==> config.mk <==
export PLATFORM = sky130hd
export DESIGN_NAME = dmaSystem
export DESIGN_NICKNAME = d
export VERILOG_FILES = /design/src/logic/dmaPkg.sv /design/src/logic/dmaSystem.sv /design/src/logic/ioDevice.sv /design/src/logic/sharedMemory.sv /design/src/logic/dmaController.sv /design/src/logic/cpuProgrammer.sv
export SDC_FILE = /design/constraint.sdc
export NUM_CORES = 2
export LEC_CHECK = 0
export BUFFER_PORTS_ARGS = -buffer_cell sky130_fd_sc_hd__buf_4
export CORE_ASPECT_RATIO = 1.25
export CORE_MARGIN = 2
export CORE_UTILIZATION = 50
export DETAILED_ROUTE_END_ITERATION = 8
export MAX_ROUTING_LAYER = met4
export PLACE_DENSITY = 0.77
export SLEW_MARGIN = 20
export SYNTH_ARGS = -nofsm -noshare
export SYNTH_HDL_FRONTEND = slang
export SYNTH_SLANG_ARGS = --single-unit
==> constraint.sdc <==
create_clock -name CLK -period 4.35 [get_ports CLK]
set_clock_uncertainty 0.15 [all_clocks]
set_input_delay 0.435 -clock CLK [delete_from_list [all_inputs] [get_ports CLK]]
set_output_delay 0.435 -clock CLK [all_outputs]
set_load 0.01 [all_outputs]
==> src/logic/dmaPkg.sv <==
package dmaPkg;

  localparam int dataWidth = 8;
  localparam int addrWidth = 16;
  localparam int regAddrWidth = 4;
  localparam int memAddrWidth = 8;              // memory decodes the low byte only
  localparam int memDepth = 1 << memAddrWidth;

  // channel 0 register map
  localparam logic [regAddrWidth-1:0] cmdRegAddr = 4'h8;
  localparam logic [regAddrWidth-1:0] modeRegAddr = 4'hB;
  localparam logic [regAddrWidth-1:0] ch0AddrRegAddr = 4'h0;
  localparam logic [regAddrWidth-1:0] ch0CountRegAddr = 4'h1;

  localparam int holdWait = 3;                  // cycles from HRQ seen to HLDA
  localparam int modeDecBit = 5;                // address decrement select
  localparam int cmdDisableBit = 2;             // controller disable

  typedef enum logic [2:0]
  {
    progIdle,
    progCmd,
    progMode,
    progAddrLow,
    progAddrHigh,
    progCountLow,
    progCountHigh,
    progDone
  } progState;

  typedef enum logic [2:0]
  {
    dmaIdle,
    dmaRequest,
    dmaAddress,
    dmaData,
    dmaEnd
  } dmaState;

  // mode bits 3..2
  typedef enum logic [1:0]
  {
    xferVerify = 2'b00,
    xferWrite = 2'b01,                          // I/O to memory
    xferRead = 2'b10                            // memory to I/O
  } xferType;

  // mode bits 7..6
  typedef enum logic [1:0]
  {
    modeDemand = 2'b00,
    modeSingle = 2'b01,
    modeBlock = 2'b10
  } xferMode;

endpackage
==> src/logic/dmaSystem.sv <==
`timescale 1ns/1ps

module dmaSystem
(
  input  logic CLK,
  input  logic RESET,
  input  logic start,
  input  logic [dmaPkg::dataWidth-1:0] cmdData,
  input  logic [dmaPkg::dataWidth-1:0] modeData,
  input  logic [dmaPkg::addrWidth-1:0] baseAddr,
  input  logic [dmaPkg::addrWidth-1:0] baseCount,
  input  logic [dmaPkg::dataWidth-1:0] ioSeed,
  input  logic [dmaPkg::addrWidth-1:0] ioLength,
  input  logic [dmaPkg::addrWidth-1:0] hostAddr,
  input  logic [dmaPkg::dataWidth-1:0] hostWrData,
  input  logic hostWe,
  output logic [dmaPkg::dataWidth-1:0] hostRdData,
  output logic hostBusy,
  output logic EOP,
  output logic [2*dmaPkg::dataWidth-1:0] ioChecksum,
  output logic [dmaPkg::addrWidth-1:0] ioByteCount
);
  import dmaPkg::*;

  logic CS_N;
  logic IOW_N;
  logic [regAddrWidth-1:0] regAddr;
  logic [dataWidth-1:0] DB;
  logic HRQ;
  logic HLDA;
  logic configured;
  logic DREQ;
  logic DACK;
  logic ioRead;
  logic ioWrite;
  logic [addrWidth-1:0] dmaAddr;
  logic [dataWidth-1:0] dmaWrData;
  logic dmaWe;
  logic [dataWidth-1:0] ioDataIn;
  logic [dataWidth-1:0] ioDataOut;

  cpuProgrammer cpu (.CLK, .RESET, .start, .cmdData, .modeData, .baseAddr, .baseCount,
    .HRQ, .intEOP(EOP), .CS_N, .IOW_N, .regAddr, .DB, .HLDA, .configured);

  dmaController dmac (.CLK, .RESET, .CS_N, .IOW_N, .regAddr, .DB, .configured, .HLDA,
    .DREQ, .memRdData(hostRdData), .ioDataOut, .HRQ, .DACK, .ioRead, .ioWrite, .dmaAddr,
    .dmaWrData, .dmaWe, .ioDataIn, .EOP);

  // one read port serves host and controller
  sharedMemory mem (.CLK, .HLDA, .hostAddr, .hostWrData, .hostWe, .dmaAddr, .dmaWrData,
    .dmaWe, .rdData(hostRdData), .hostBusy);

  ioDevice dev (.CLK, .RESET, .configured, .modeData, .ioSeed, .ioLength, .DACK, .ioRead,
    .ioWrite, .ioDataIn, .DREQ, .ioDataOut, .ioChecksum, .ioByteCount);

endmodule

==> src/logic/ioDevice.sv <==
`timescale 1ns/1ps

module ioDevice
(
  input  logic CLK,
  input  logic RESET,
  input  logic configured,
  input  logic [dmaPkg::dataWidth-1:0] modeData,
  input  logic [dmaPkg::dataWidth-1:0] ioSeed,
  input  logic [dmaPkg::addrWidth-1:0] ioLength,
  input  logic DACK,
  input  logic ioRead,
  input  logic ioWrite,
  input  logic [dmaPkg::dataWidth-1:0] ioDataIn,
  output logic DREQ,
  output logic [dmaPkg::dataWidth-1:0] ioDataOut,
  output logic [2*dmaPkg::dataWidth-1:0] ioChecksum,
  output logic [dmaPkg::addrWidth-1:0] ioByteCount
);
  import dmaPkg::*;

  xferType xfer;
  logic configuredDly;
  logic newRun;

  assign xfer = xferType'(modeData[3:2]);
  assign newRun = configured && !configuredDly;

  // level request, held off for the cycle the counters are being cleared
  assign DREQ = configured && configuredDly && (ioByteCount < ioLength);

  always_ff @(posedge CLK)
  begin
    if (RESET)
    begin
      configuredDly <= 1'b0;
      ioByteCount <= '0;
      ioChecksum <= '0;
      ioDataOut <= '0;
    end
    else
    begin
      configuredDly <= configured;
      if (newRun)
      begin
        ioByteCount <= '0;
        ioChecksum <= '0;
        ioDataOut <= ioSeed;
      end
      else if (DACK)
      begin
        ioByteCount <= ioByteCount + 1'b1;
        // write mode offers the next counted byte
        if (ioRead && xfer == xferWrite)
          ioDataOut <= ioDataOut + 1'b1;
        if (ioWrite && xfer == xferRead)
          ioChecksum <= ioChecksum + {{dataWidth{1'b0}}, ioDataIn};  // read mode sink
      end
    end
  end

endmodule

==> src/logic/sharedMemory.sv <==
`timescale 1ns/1ps

module sharedMemory
(
  input  logic CLK,
  input  logic HLDA,
  input  logic [dmaPkg::addrWidth-1:0] hostAddr,
  input  logic [dmaPkg::dataWidth-1:0] hostWrData,
  input  logic hostWe,
  input  logic [dmaPkg::addrWidth-1:0] dmaAddr,
  input  logic [dmaPkg::dataWidth-1:0] dmaWrData,
  input  logic dmaWe,
  output logic [dmaPkg::dataWidth-1:0] rdData,
  output logic hostBusy
);
  import dmaPkg::*;

  logic [dataWidth-1:0] mem [memDepth];
  logic [memAddrWidth-1:0] addr;
  logic [dataWidth-1:0] wrData;
  logic we;

  // HLDA hands the single port to the DMA side
  always_comb
  begin
    if (HLDA)
    begin
      addr = dmaAddr[memAddrWidth-1:0];
      wrData = dmaWrData;
      we = dmaWe;
    end
    else
    begin
      addr = hostAddr[memAddrWidth-1:0];
      wrData = hostWrData;
      we = hostWe;
    end
  end

  always_ff @(posedge CLK)
  begin
    if (we)
      mem[addr] <= wrData;
    rdData <= mem[addr];                 // one cycle read latency
  end

  assign hostBusy = HLDA;                // host writes are dropped while held

endmodule

==> src/logic/dmaController.sv <==
`timescale 1ns/1ps

module dmaController
(
  input  logic CLK,
  input  logic RESET,
  input  logic CS_N,
  input  logic IOW_N,
  input  logic [dmaPkg::regAddrWidth-1:0] regAddr,
  input  logic [dmaPkg::dataWidth-1:0] DB,
  input  logic configured,
  input  logic HLDA,
  input  logic DREQ,
  input  logic [dmaPkg::dataWidth-1:0] memRdData,
  input  logic [dmaPkg::dataWidth-1:0] ioDataOut,
  output logic HRQ,
  output logic DACK,
  output logic ioRead,
  output logic ioWrite,
  output logic [dmaPkg::addrWidth-1:0] dmaAddr,
  output logic [dmaPkg::dataWidth-1:0] dmaWrData,
  output logic dmaWe,
  output logic [dmaPkg::dataWidth-1:0] ioDataIn,
  output logic EOP
);
  import dmaPkg::*;

  logic [dataWidth-1:0] cmdReg;
  logic [dataWidth-1:0] modeReg;
  logic [addrWidth-1:0] baseAddrReg;
  logic [addrWidth-1:0] currAddr;
  logic [addrWidth-1:0] baseCountReg;
  logic [addrWidth-1:0] currCount;
  logic bytePtr;                         // low/high byte flip-flop
  logic regWrite;
  logic enabled;
  logic burst;
  logic lastByte;
  xferType xfer;
  dmaState state;

  assign regWrite = !CS_N && !IOW_N;
  assign enabled = !cmdReg[cmdDisableBit];
  assign xfer = xferType'(modeReg[3:2]);
  assign lastByte = (currCount == '0);   // count wraps below zero on this byte

  // demand mode keeps the bus like block mode
  always_comb
  begin
    case (xferMode'(modeReg[7:6]))
      modeSingle:
        burst = 1'b0;
      modeBlock, modeDemand:
        burst = 1'b1;
      default:
        burst = 1'b1;
    endcase
  end

  always_ff @(posedge CLK)
  begin
    if (RESET)
    begin
      cmdReg <= '0;
      modeReg <= '0;
      baseAddrReg <= '0;
      currAddr <= '0;
      baseCountReg <= '0;
      currCount <= '0;
      bytePtr <= 1'b0;
    end
    else if (regWrite)
    begin
      case (regAddr)
        cmdRegAddr:
        begin
          cmdReg <= DB;
          bytePtr <= 1'b0;
        end
        modeRegAddr:
          modeReg <= DB;
        ch0AddrRegAddr:
        begin
          // high byte completes the base and loads the current address
          if (bytePtr)
          begin
            baseAddrReg[addrWidth-1:dataWidth] <= DB;
            currAddr <= {DB, baseAddrReg[dataWidth-1:0]};
          end
          else
            baseAddrReg[dataWidth-1:0] <= DB;
          bytePtr <= ~bytePtr;
        end
        ch0CountRegAddr:
        begin
          if (bytePtr)
          begin
            baseCountReg[addrWidth-1:dataWidth] <= DB;
            currCount <= {DB, baseCountReg[dataWidth-1:0]};
          end
          else
            baseCountReg[dataWidth-1:0] <= DB;
          bytePtr <= ~bytePtr;
        end
        default: ;
      endcase
    end
    else if (state == dmaData)
    begin
      currAddr <= modeReg[modeDecBit] ? currAddr - 1'b1 : currAddr + 1'b1;
      currCount <= currCount - 1'b1;
    end
  end

  always_ff @(posedge CLK)
  begin
    if (RESET)
    begin
      state <= dmaIdle;
      HRQ <= 1'b0;
    end
    else
    begin
      case (state)
        dmaIdle:
          if (configured && DREQ && enabled)
          begin
            state <= dmaRequest;
            HRQ <= 1'b1;
          end
        dmaRequest:
          if (HLDA && DREQ)
            state <= dmaAddress;
        dmaAddress:
          if (DREQ)
            state <= dmaData;
          else
            state <= dmaRequest;         // back-pressure, bus stays held
        dmaData:
          if (lastByte)
          begin
            state <= dmaEnd;
            HRQ <= 1'b0;
          end
          else if (burst)
            state <= dmaAddress;
          else
          begin
            state <= dmaIdle;            // single mode releases after each byte
            HRQ <= 1'b0;
          end
        dmaEnd:
          state <= dmaIdle;
        default:
          state <= dmaIdle;
      endcase
    end
  end

  // verify cycles strobe neither side
  assign DACK = (state == dmaData);
  assign ioRead = DACK && (xfer == xferWrite);
  assign ioWrite = DACK && (xfer == xferRead);
  assign dmaWe = DACK && (xfer == xferWrite);
  assign dmaAddr = currAddr;
  assign dmaWrData = ioDataOut;
  assign ioDataIn = memRdData;           // read data lands during dmaData
  assign EOP = (state == dmaEnd);

endmodule

==> src/logic/cpuProgrammer.sv <==
`timescale 1ns/1ps

module cpuProgrammer
(
  input  logic CLK,
  input  logic RESET,
  input  logic start,
  input  logic [dmaPkg::dataWidth-1:0] cmdData,
  input  logic [dmaPkg::dataWidth-1:0] modeData,
  input  logic [dmaPkg::addrWidth-1:0] baseAddr,
  input  logic [dmaPkg::addrWidth-1:0] baseCount,
  input  logic HRQ,
  input  logic intEOP,
  output logic CS_N,
  output logic IOW_N,
  output logic [dmaPkg::regAddrWidth-1:0] regAddr,
  output logic [dmaPkg::dataWidth-1:0] DB,
  output logic HLDA,
  output logic configured
);
  import dmaPkg::*;

  localparam int holdBits = $clog2(holdWait + 1);

  progState state;
  progState nextState;
  logic writeCycle;
  logic [holdBits-1:0] holdCnt;

  always_ff @(posedge CLK)
  begin
    if (RESET)
      state <= progIdle;
    else
      state <= nextState;
  end

  // one register write per cycle once started
  always_comb
  begin
    nextState = state;
    case (state)
      progIdle:
        if (start)
          nextState = progCmd;
      progCmd:       nextState = progMode;
      progMode:      nextState = progAddrLow;
      progAddrLow:   nextState = progAddrHigh;
      progAddrHigh:  nextState = progCountLow;
      progCountLow:  nextState = progCountHigh;
      progCountHigh: nextState = progDone;
      progDone:
      begin
        if (intEOP)
          nextState = progIdle;          // transfer finished
        else if (start)
          nextState = progCmd;           // reprogram without a transfer
      end
      default:       nextState = progIdle;
    endcase
  end

  always_comb
  begin
    writeCycle = 1'b1;
    regAddr = '0;
    DB = '0;
    case (state)
      progCmd:
      begin
        regAddr = cmdRegAddr;
        DB = cmdData;
      end
      progMode:
      begin
        regAddr = modeRegAddr;
        DB = modeData;
      end
      progAddrLow:
      begin
        regAddr = ch0AddrRegAddr;
        DB = baseAddr[dataWidth-1:0];
      end
      progAddrHigh:
      begin
        regAddr = ch0AddrRegAddr;
        DB = baseAddr[addrWidth-1:dataWidth];
      end
      progCountLow:
      begin
        regAddr = ch0CountRegAddr;
        DB = baseCount[dataWidth-1:0];
      end
      progCountHigh:
      begin
        regAddr = ch0CountRegAddr;
        DB = baseCount[addrWidth-1:dataWidth];
      end
      default: writeCycle = 1'b0;       // bus idle
    endcase
  end

  assign CS_N = ~writeCycle;
  assign IOW_N = ~writeCycle;
  assign configured = (state == progDone);

  // hold acknowledge after a fixed latency, dropped the edge after HRQ goes away
  always_ff @(posedge CLK)
  begin
    if (RESET || !HRQ)
    begin
      HLDA <= 1'b0;
      holdCnt <= '0;
    end
    else if (holdCnt == holdBits'(holdWait))
      HLDA <= 1'b1;
    else
      holdCnt <= holdCnt + 1'b1;
  end

endmodule

==> metrics.cfg <==
[logic_synthesis]
synthTopCellsByCount=edfxtp_1 (2048), nand2_1 (463), mux4_2 (410)
syn_area_per_cell_um2=17.64
yosysWarnings=0
ys_seq_area_frac=0.7463
synth-edff-count=2048
synth.distinct_cells=64
ys_top_cells_by_area=edfxtp_1 (72%), mux4_2 (11%), dfxtp_1 (2.5%)
syn-num-nets=4968
synthCells=4833
synthArstFlopShare=0
synthFlopType=edfxtp_1
yosysMostFrequentCell=edfxtp_1
netlist.area_leader.share=0.7214
yosys.area.top_type=edfxtp_1
synth.cell_area_um2=85250
ys_seq_elements=2154

[clock_network]
cts_tree=yes
cts_made_buffers=189
cts_buffer_depth=3
clk_latency_ps=850
root_buffer=clkbuf_16
ctsHtreeMaxLevel=4
clkTransAtPathRegs_ps=80
clock-sinks=2154

[sta]
setup-tns-final_ps=0
layout_min_cycle_time_ps=4180
maxClockFrequency_ghz=0.2392
period_share=0.9609
final_max_slew_viol_count=0
final.hold.worst_slack_ps=67.32
finalSetupViolCount=0
rsz0062_at_grt=no
relSlewSlack=0.1891
worstMarginPinSlew_ps=1183
finalHoldViolCount=0

[floorplanning]
die-area_um2=173800
dieHeight_um=465.6
rows=169
ioPinCount=142
start_util=0.5027
fp.coreArea_um2=169600
die_width_um=373.3

[power_and_ir_drop]
p_per_area_nw_per_um2=426.4
power.leakage_nw=31.50
irDropWorstVdd_uv=389.5

[setup_path]
cp_slowest_cell=dfxtp_2
start_kind=flop
r2r_setup_slack_ps=170
reg2reg_from=cpu.HLDA
r2r-end=mem.rdData[4]
max_stage_delay_ps=590
cp.required_ps=4910
worst-r2r-cell-count=9
path_common_cell=buf_12
cpLargestDelayFamily=compound AO/OA/AOI/OAI gates
critPathKind=reg -> reg
cp_max_fo=51
path_buf_inv=3
end_kind=flop
path_cells=mux2_8 > buf_12 > buf_12 > buf_4 > mux4_2 > a22oi_1 > o22ai_1 > a2111oi_1 > nand4_1
crit_arrival_ps=4740

[grt]
grt_pass1_vias=48622
grt.total_usage=0.2947
antenna_found_initial=10
grt_pass1_wl_um=354300
grt_start_max_net_pins=139
globalRoute.totalOverflow=0

[layout]
drive_gt1_frac=0.2270
syn_to_final_growth_pct=14.48
final_nets=5410
fill_cells=12045
fin_util=0.5755
final_cells=7664

[hold_path]
hold_start=modeData[3]
hold_class=in -> reg
hold_depth=4
hold_end=dev.ioDataOut[0]

[drt]
ant_nets=0
drc=0
dr_total_vias=49807
avgViaCountPerCell=6.499
avgRoutedWirePerCell_um=32.58
wirelength_um=249700
firstDrtPassIters=6
drt_iter0_markers=7073

[placement]
placed_cells=7270
port_buffers=133
globalplace.congestion=0.9848
dp_hpwl_um=162000

[run_status]
status=complete, no violations

[flow_run]
maxCapViolCount=0

==> stage by stage <==
step           cell area [um^2]  worst slack [ps]  total power, mW
2_1_floorplan             85250             497.8            24.51
3_3_place_gp              91220             169.4            25.59
3_5_place_dp              91220             186.0            25.64
4_1_cts                   97460             146.5            41.62
5_1_grt                   97590             112.6            42.52
6_report                  97590             170.2            41.61
==> power by group <==
group	internal, mW	switching [mW]	leakage, nW	total, mW
clock	8.75	7.57	2.89	16.3
sequential	22.7	0.0719	19.3	22.8
combinational	0.862	1.64	9.34	2.50
==> kinds of logic after synthesis <==
| logic type | share of synthesized area |
|---|---|
| AOI/OAI and AO/OA | 0.04234 |
| xor gates and xnor gates | 0.004110 |
| adders and majority gates | 0.005313 |
| buffers and inverters | 0.01619 |
| DFF | 0.7463 |
| muxes | 0.1226 |
| and+or+nand+nor | 0.06308 |
==> worst max-delay path by stage <==
stage / startpoint / to / slack, ps / depth (start not counted)
after floorplan: cpu.HLDA / mem.mem[0][2] / 500 / 4
after global placement: cpu.HLDA / mem.rdData[0] / 170 / 10
after detailed placement: cpu.HLDA / mem.rdData[2] / 190 / 8
after CTS: cpu.HLDA / mem.rdData[2] / 150 / 8
after global routing: cpu.HLDA / mem.rdData[2] / 110 / 9
final: cpu.HLDA / mem.rdData[4] / 170 / 9
==> state kept, by name, summed over array words and instances, names as in the netlist, 8 cells and up <==
register	count
dev.ioByteCount	16
dev.ioChecksum	16
dev.ioDataOut	8
dmac.baseAddrReg	8
dmac.baseCountReg	8
dmac.currCount	16
dmac.dmaAddr	8
mem.mem	2048
mem.rdData	8
==> worst min-delay path, delay by kind of cell <==
| family | cells | cell delay [ps] |
|---|---|---|
| AO/OA/AOI/OAI | 1 | 60 |
| XOR/XNOR | 1 | 160 |
| buffers and inverters | 1 | 90 |
| AND/OR/NAND/NOR | 1 | 260 |
==> layer usage <==
metal	track usage	wire, um	share of wire	vias to the layer above
met5	-	0	0	-
met4	0.1994	20440	0.082	0
met3	0.05759	27110	0.11	727
met2	0.4584	119000	0.48	3509
met1	0.3519	83080	0.33	25365
li1	-	-	-	20206
==> placed cells by master, fill, tap and decap left out, drive strengths merged, types with 57 or more instances in the layout <==
cell type and instances:
a21oi 110, a22oi 113, buf 508, clkbuf 241
clkinv 83, dfxtp 106, edfxtp 2048, mux2i 104
mux4 410, nand2 463, nand3 166, nand4 68
nor2 406, o21ai 57
==> repair_timing <==
| action | CTS | global route |
|---|---|---|
| hold buffers | 28 | 0 |
| endpoints found under the hold margin | 53 | 0 |
| endpoints found under the setup margin | 0 | 1 |
| setup buffers | 0 | 8 |
| gates resized for setup | 0 | 1 |
==> final cells by class <==
cell class	instances	area, um^2	share of cell area
Sequential cell	2154	63620	0.6519
Tap cell	2223	2781	0.02850
Antenna cell	9	22.52	0.0002308
Timing Repair Buffer	536	4557	0.04669
Multi-Input combinational cell	2364	20530	0.2104
Clock buffer	241	4967	0.05090
Inverter	30	112.6	0.001154
Clock inverter	107	994.7	0.01019
(Power assumes the default switching activity.)
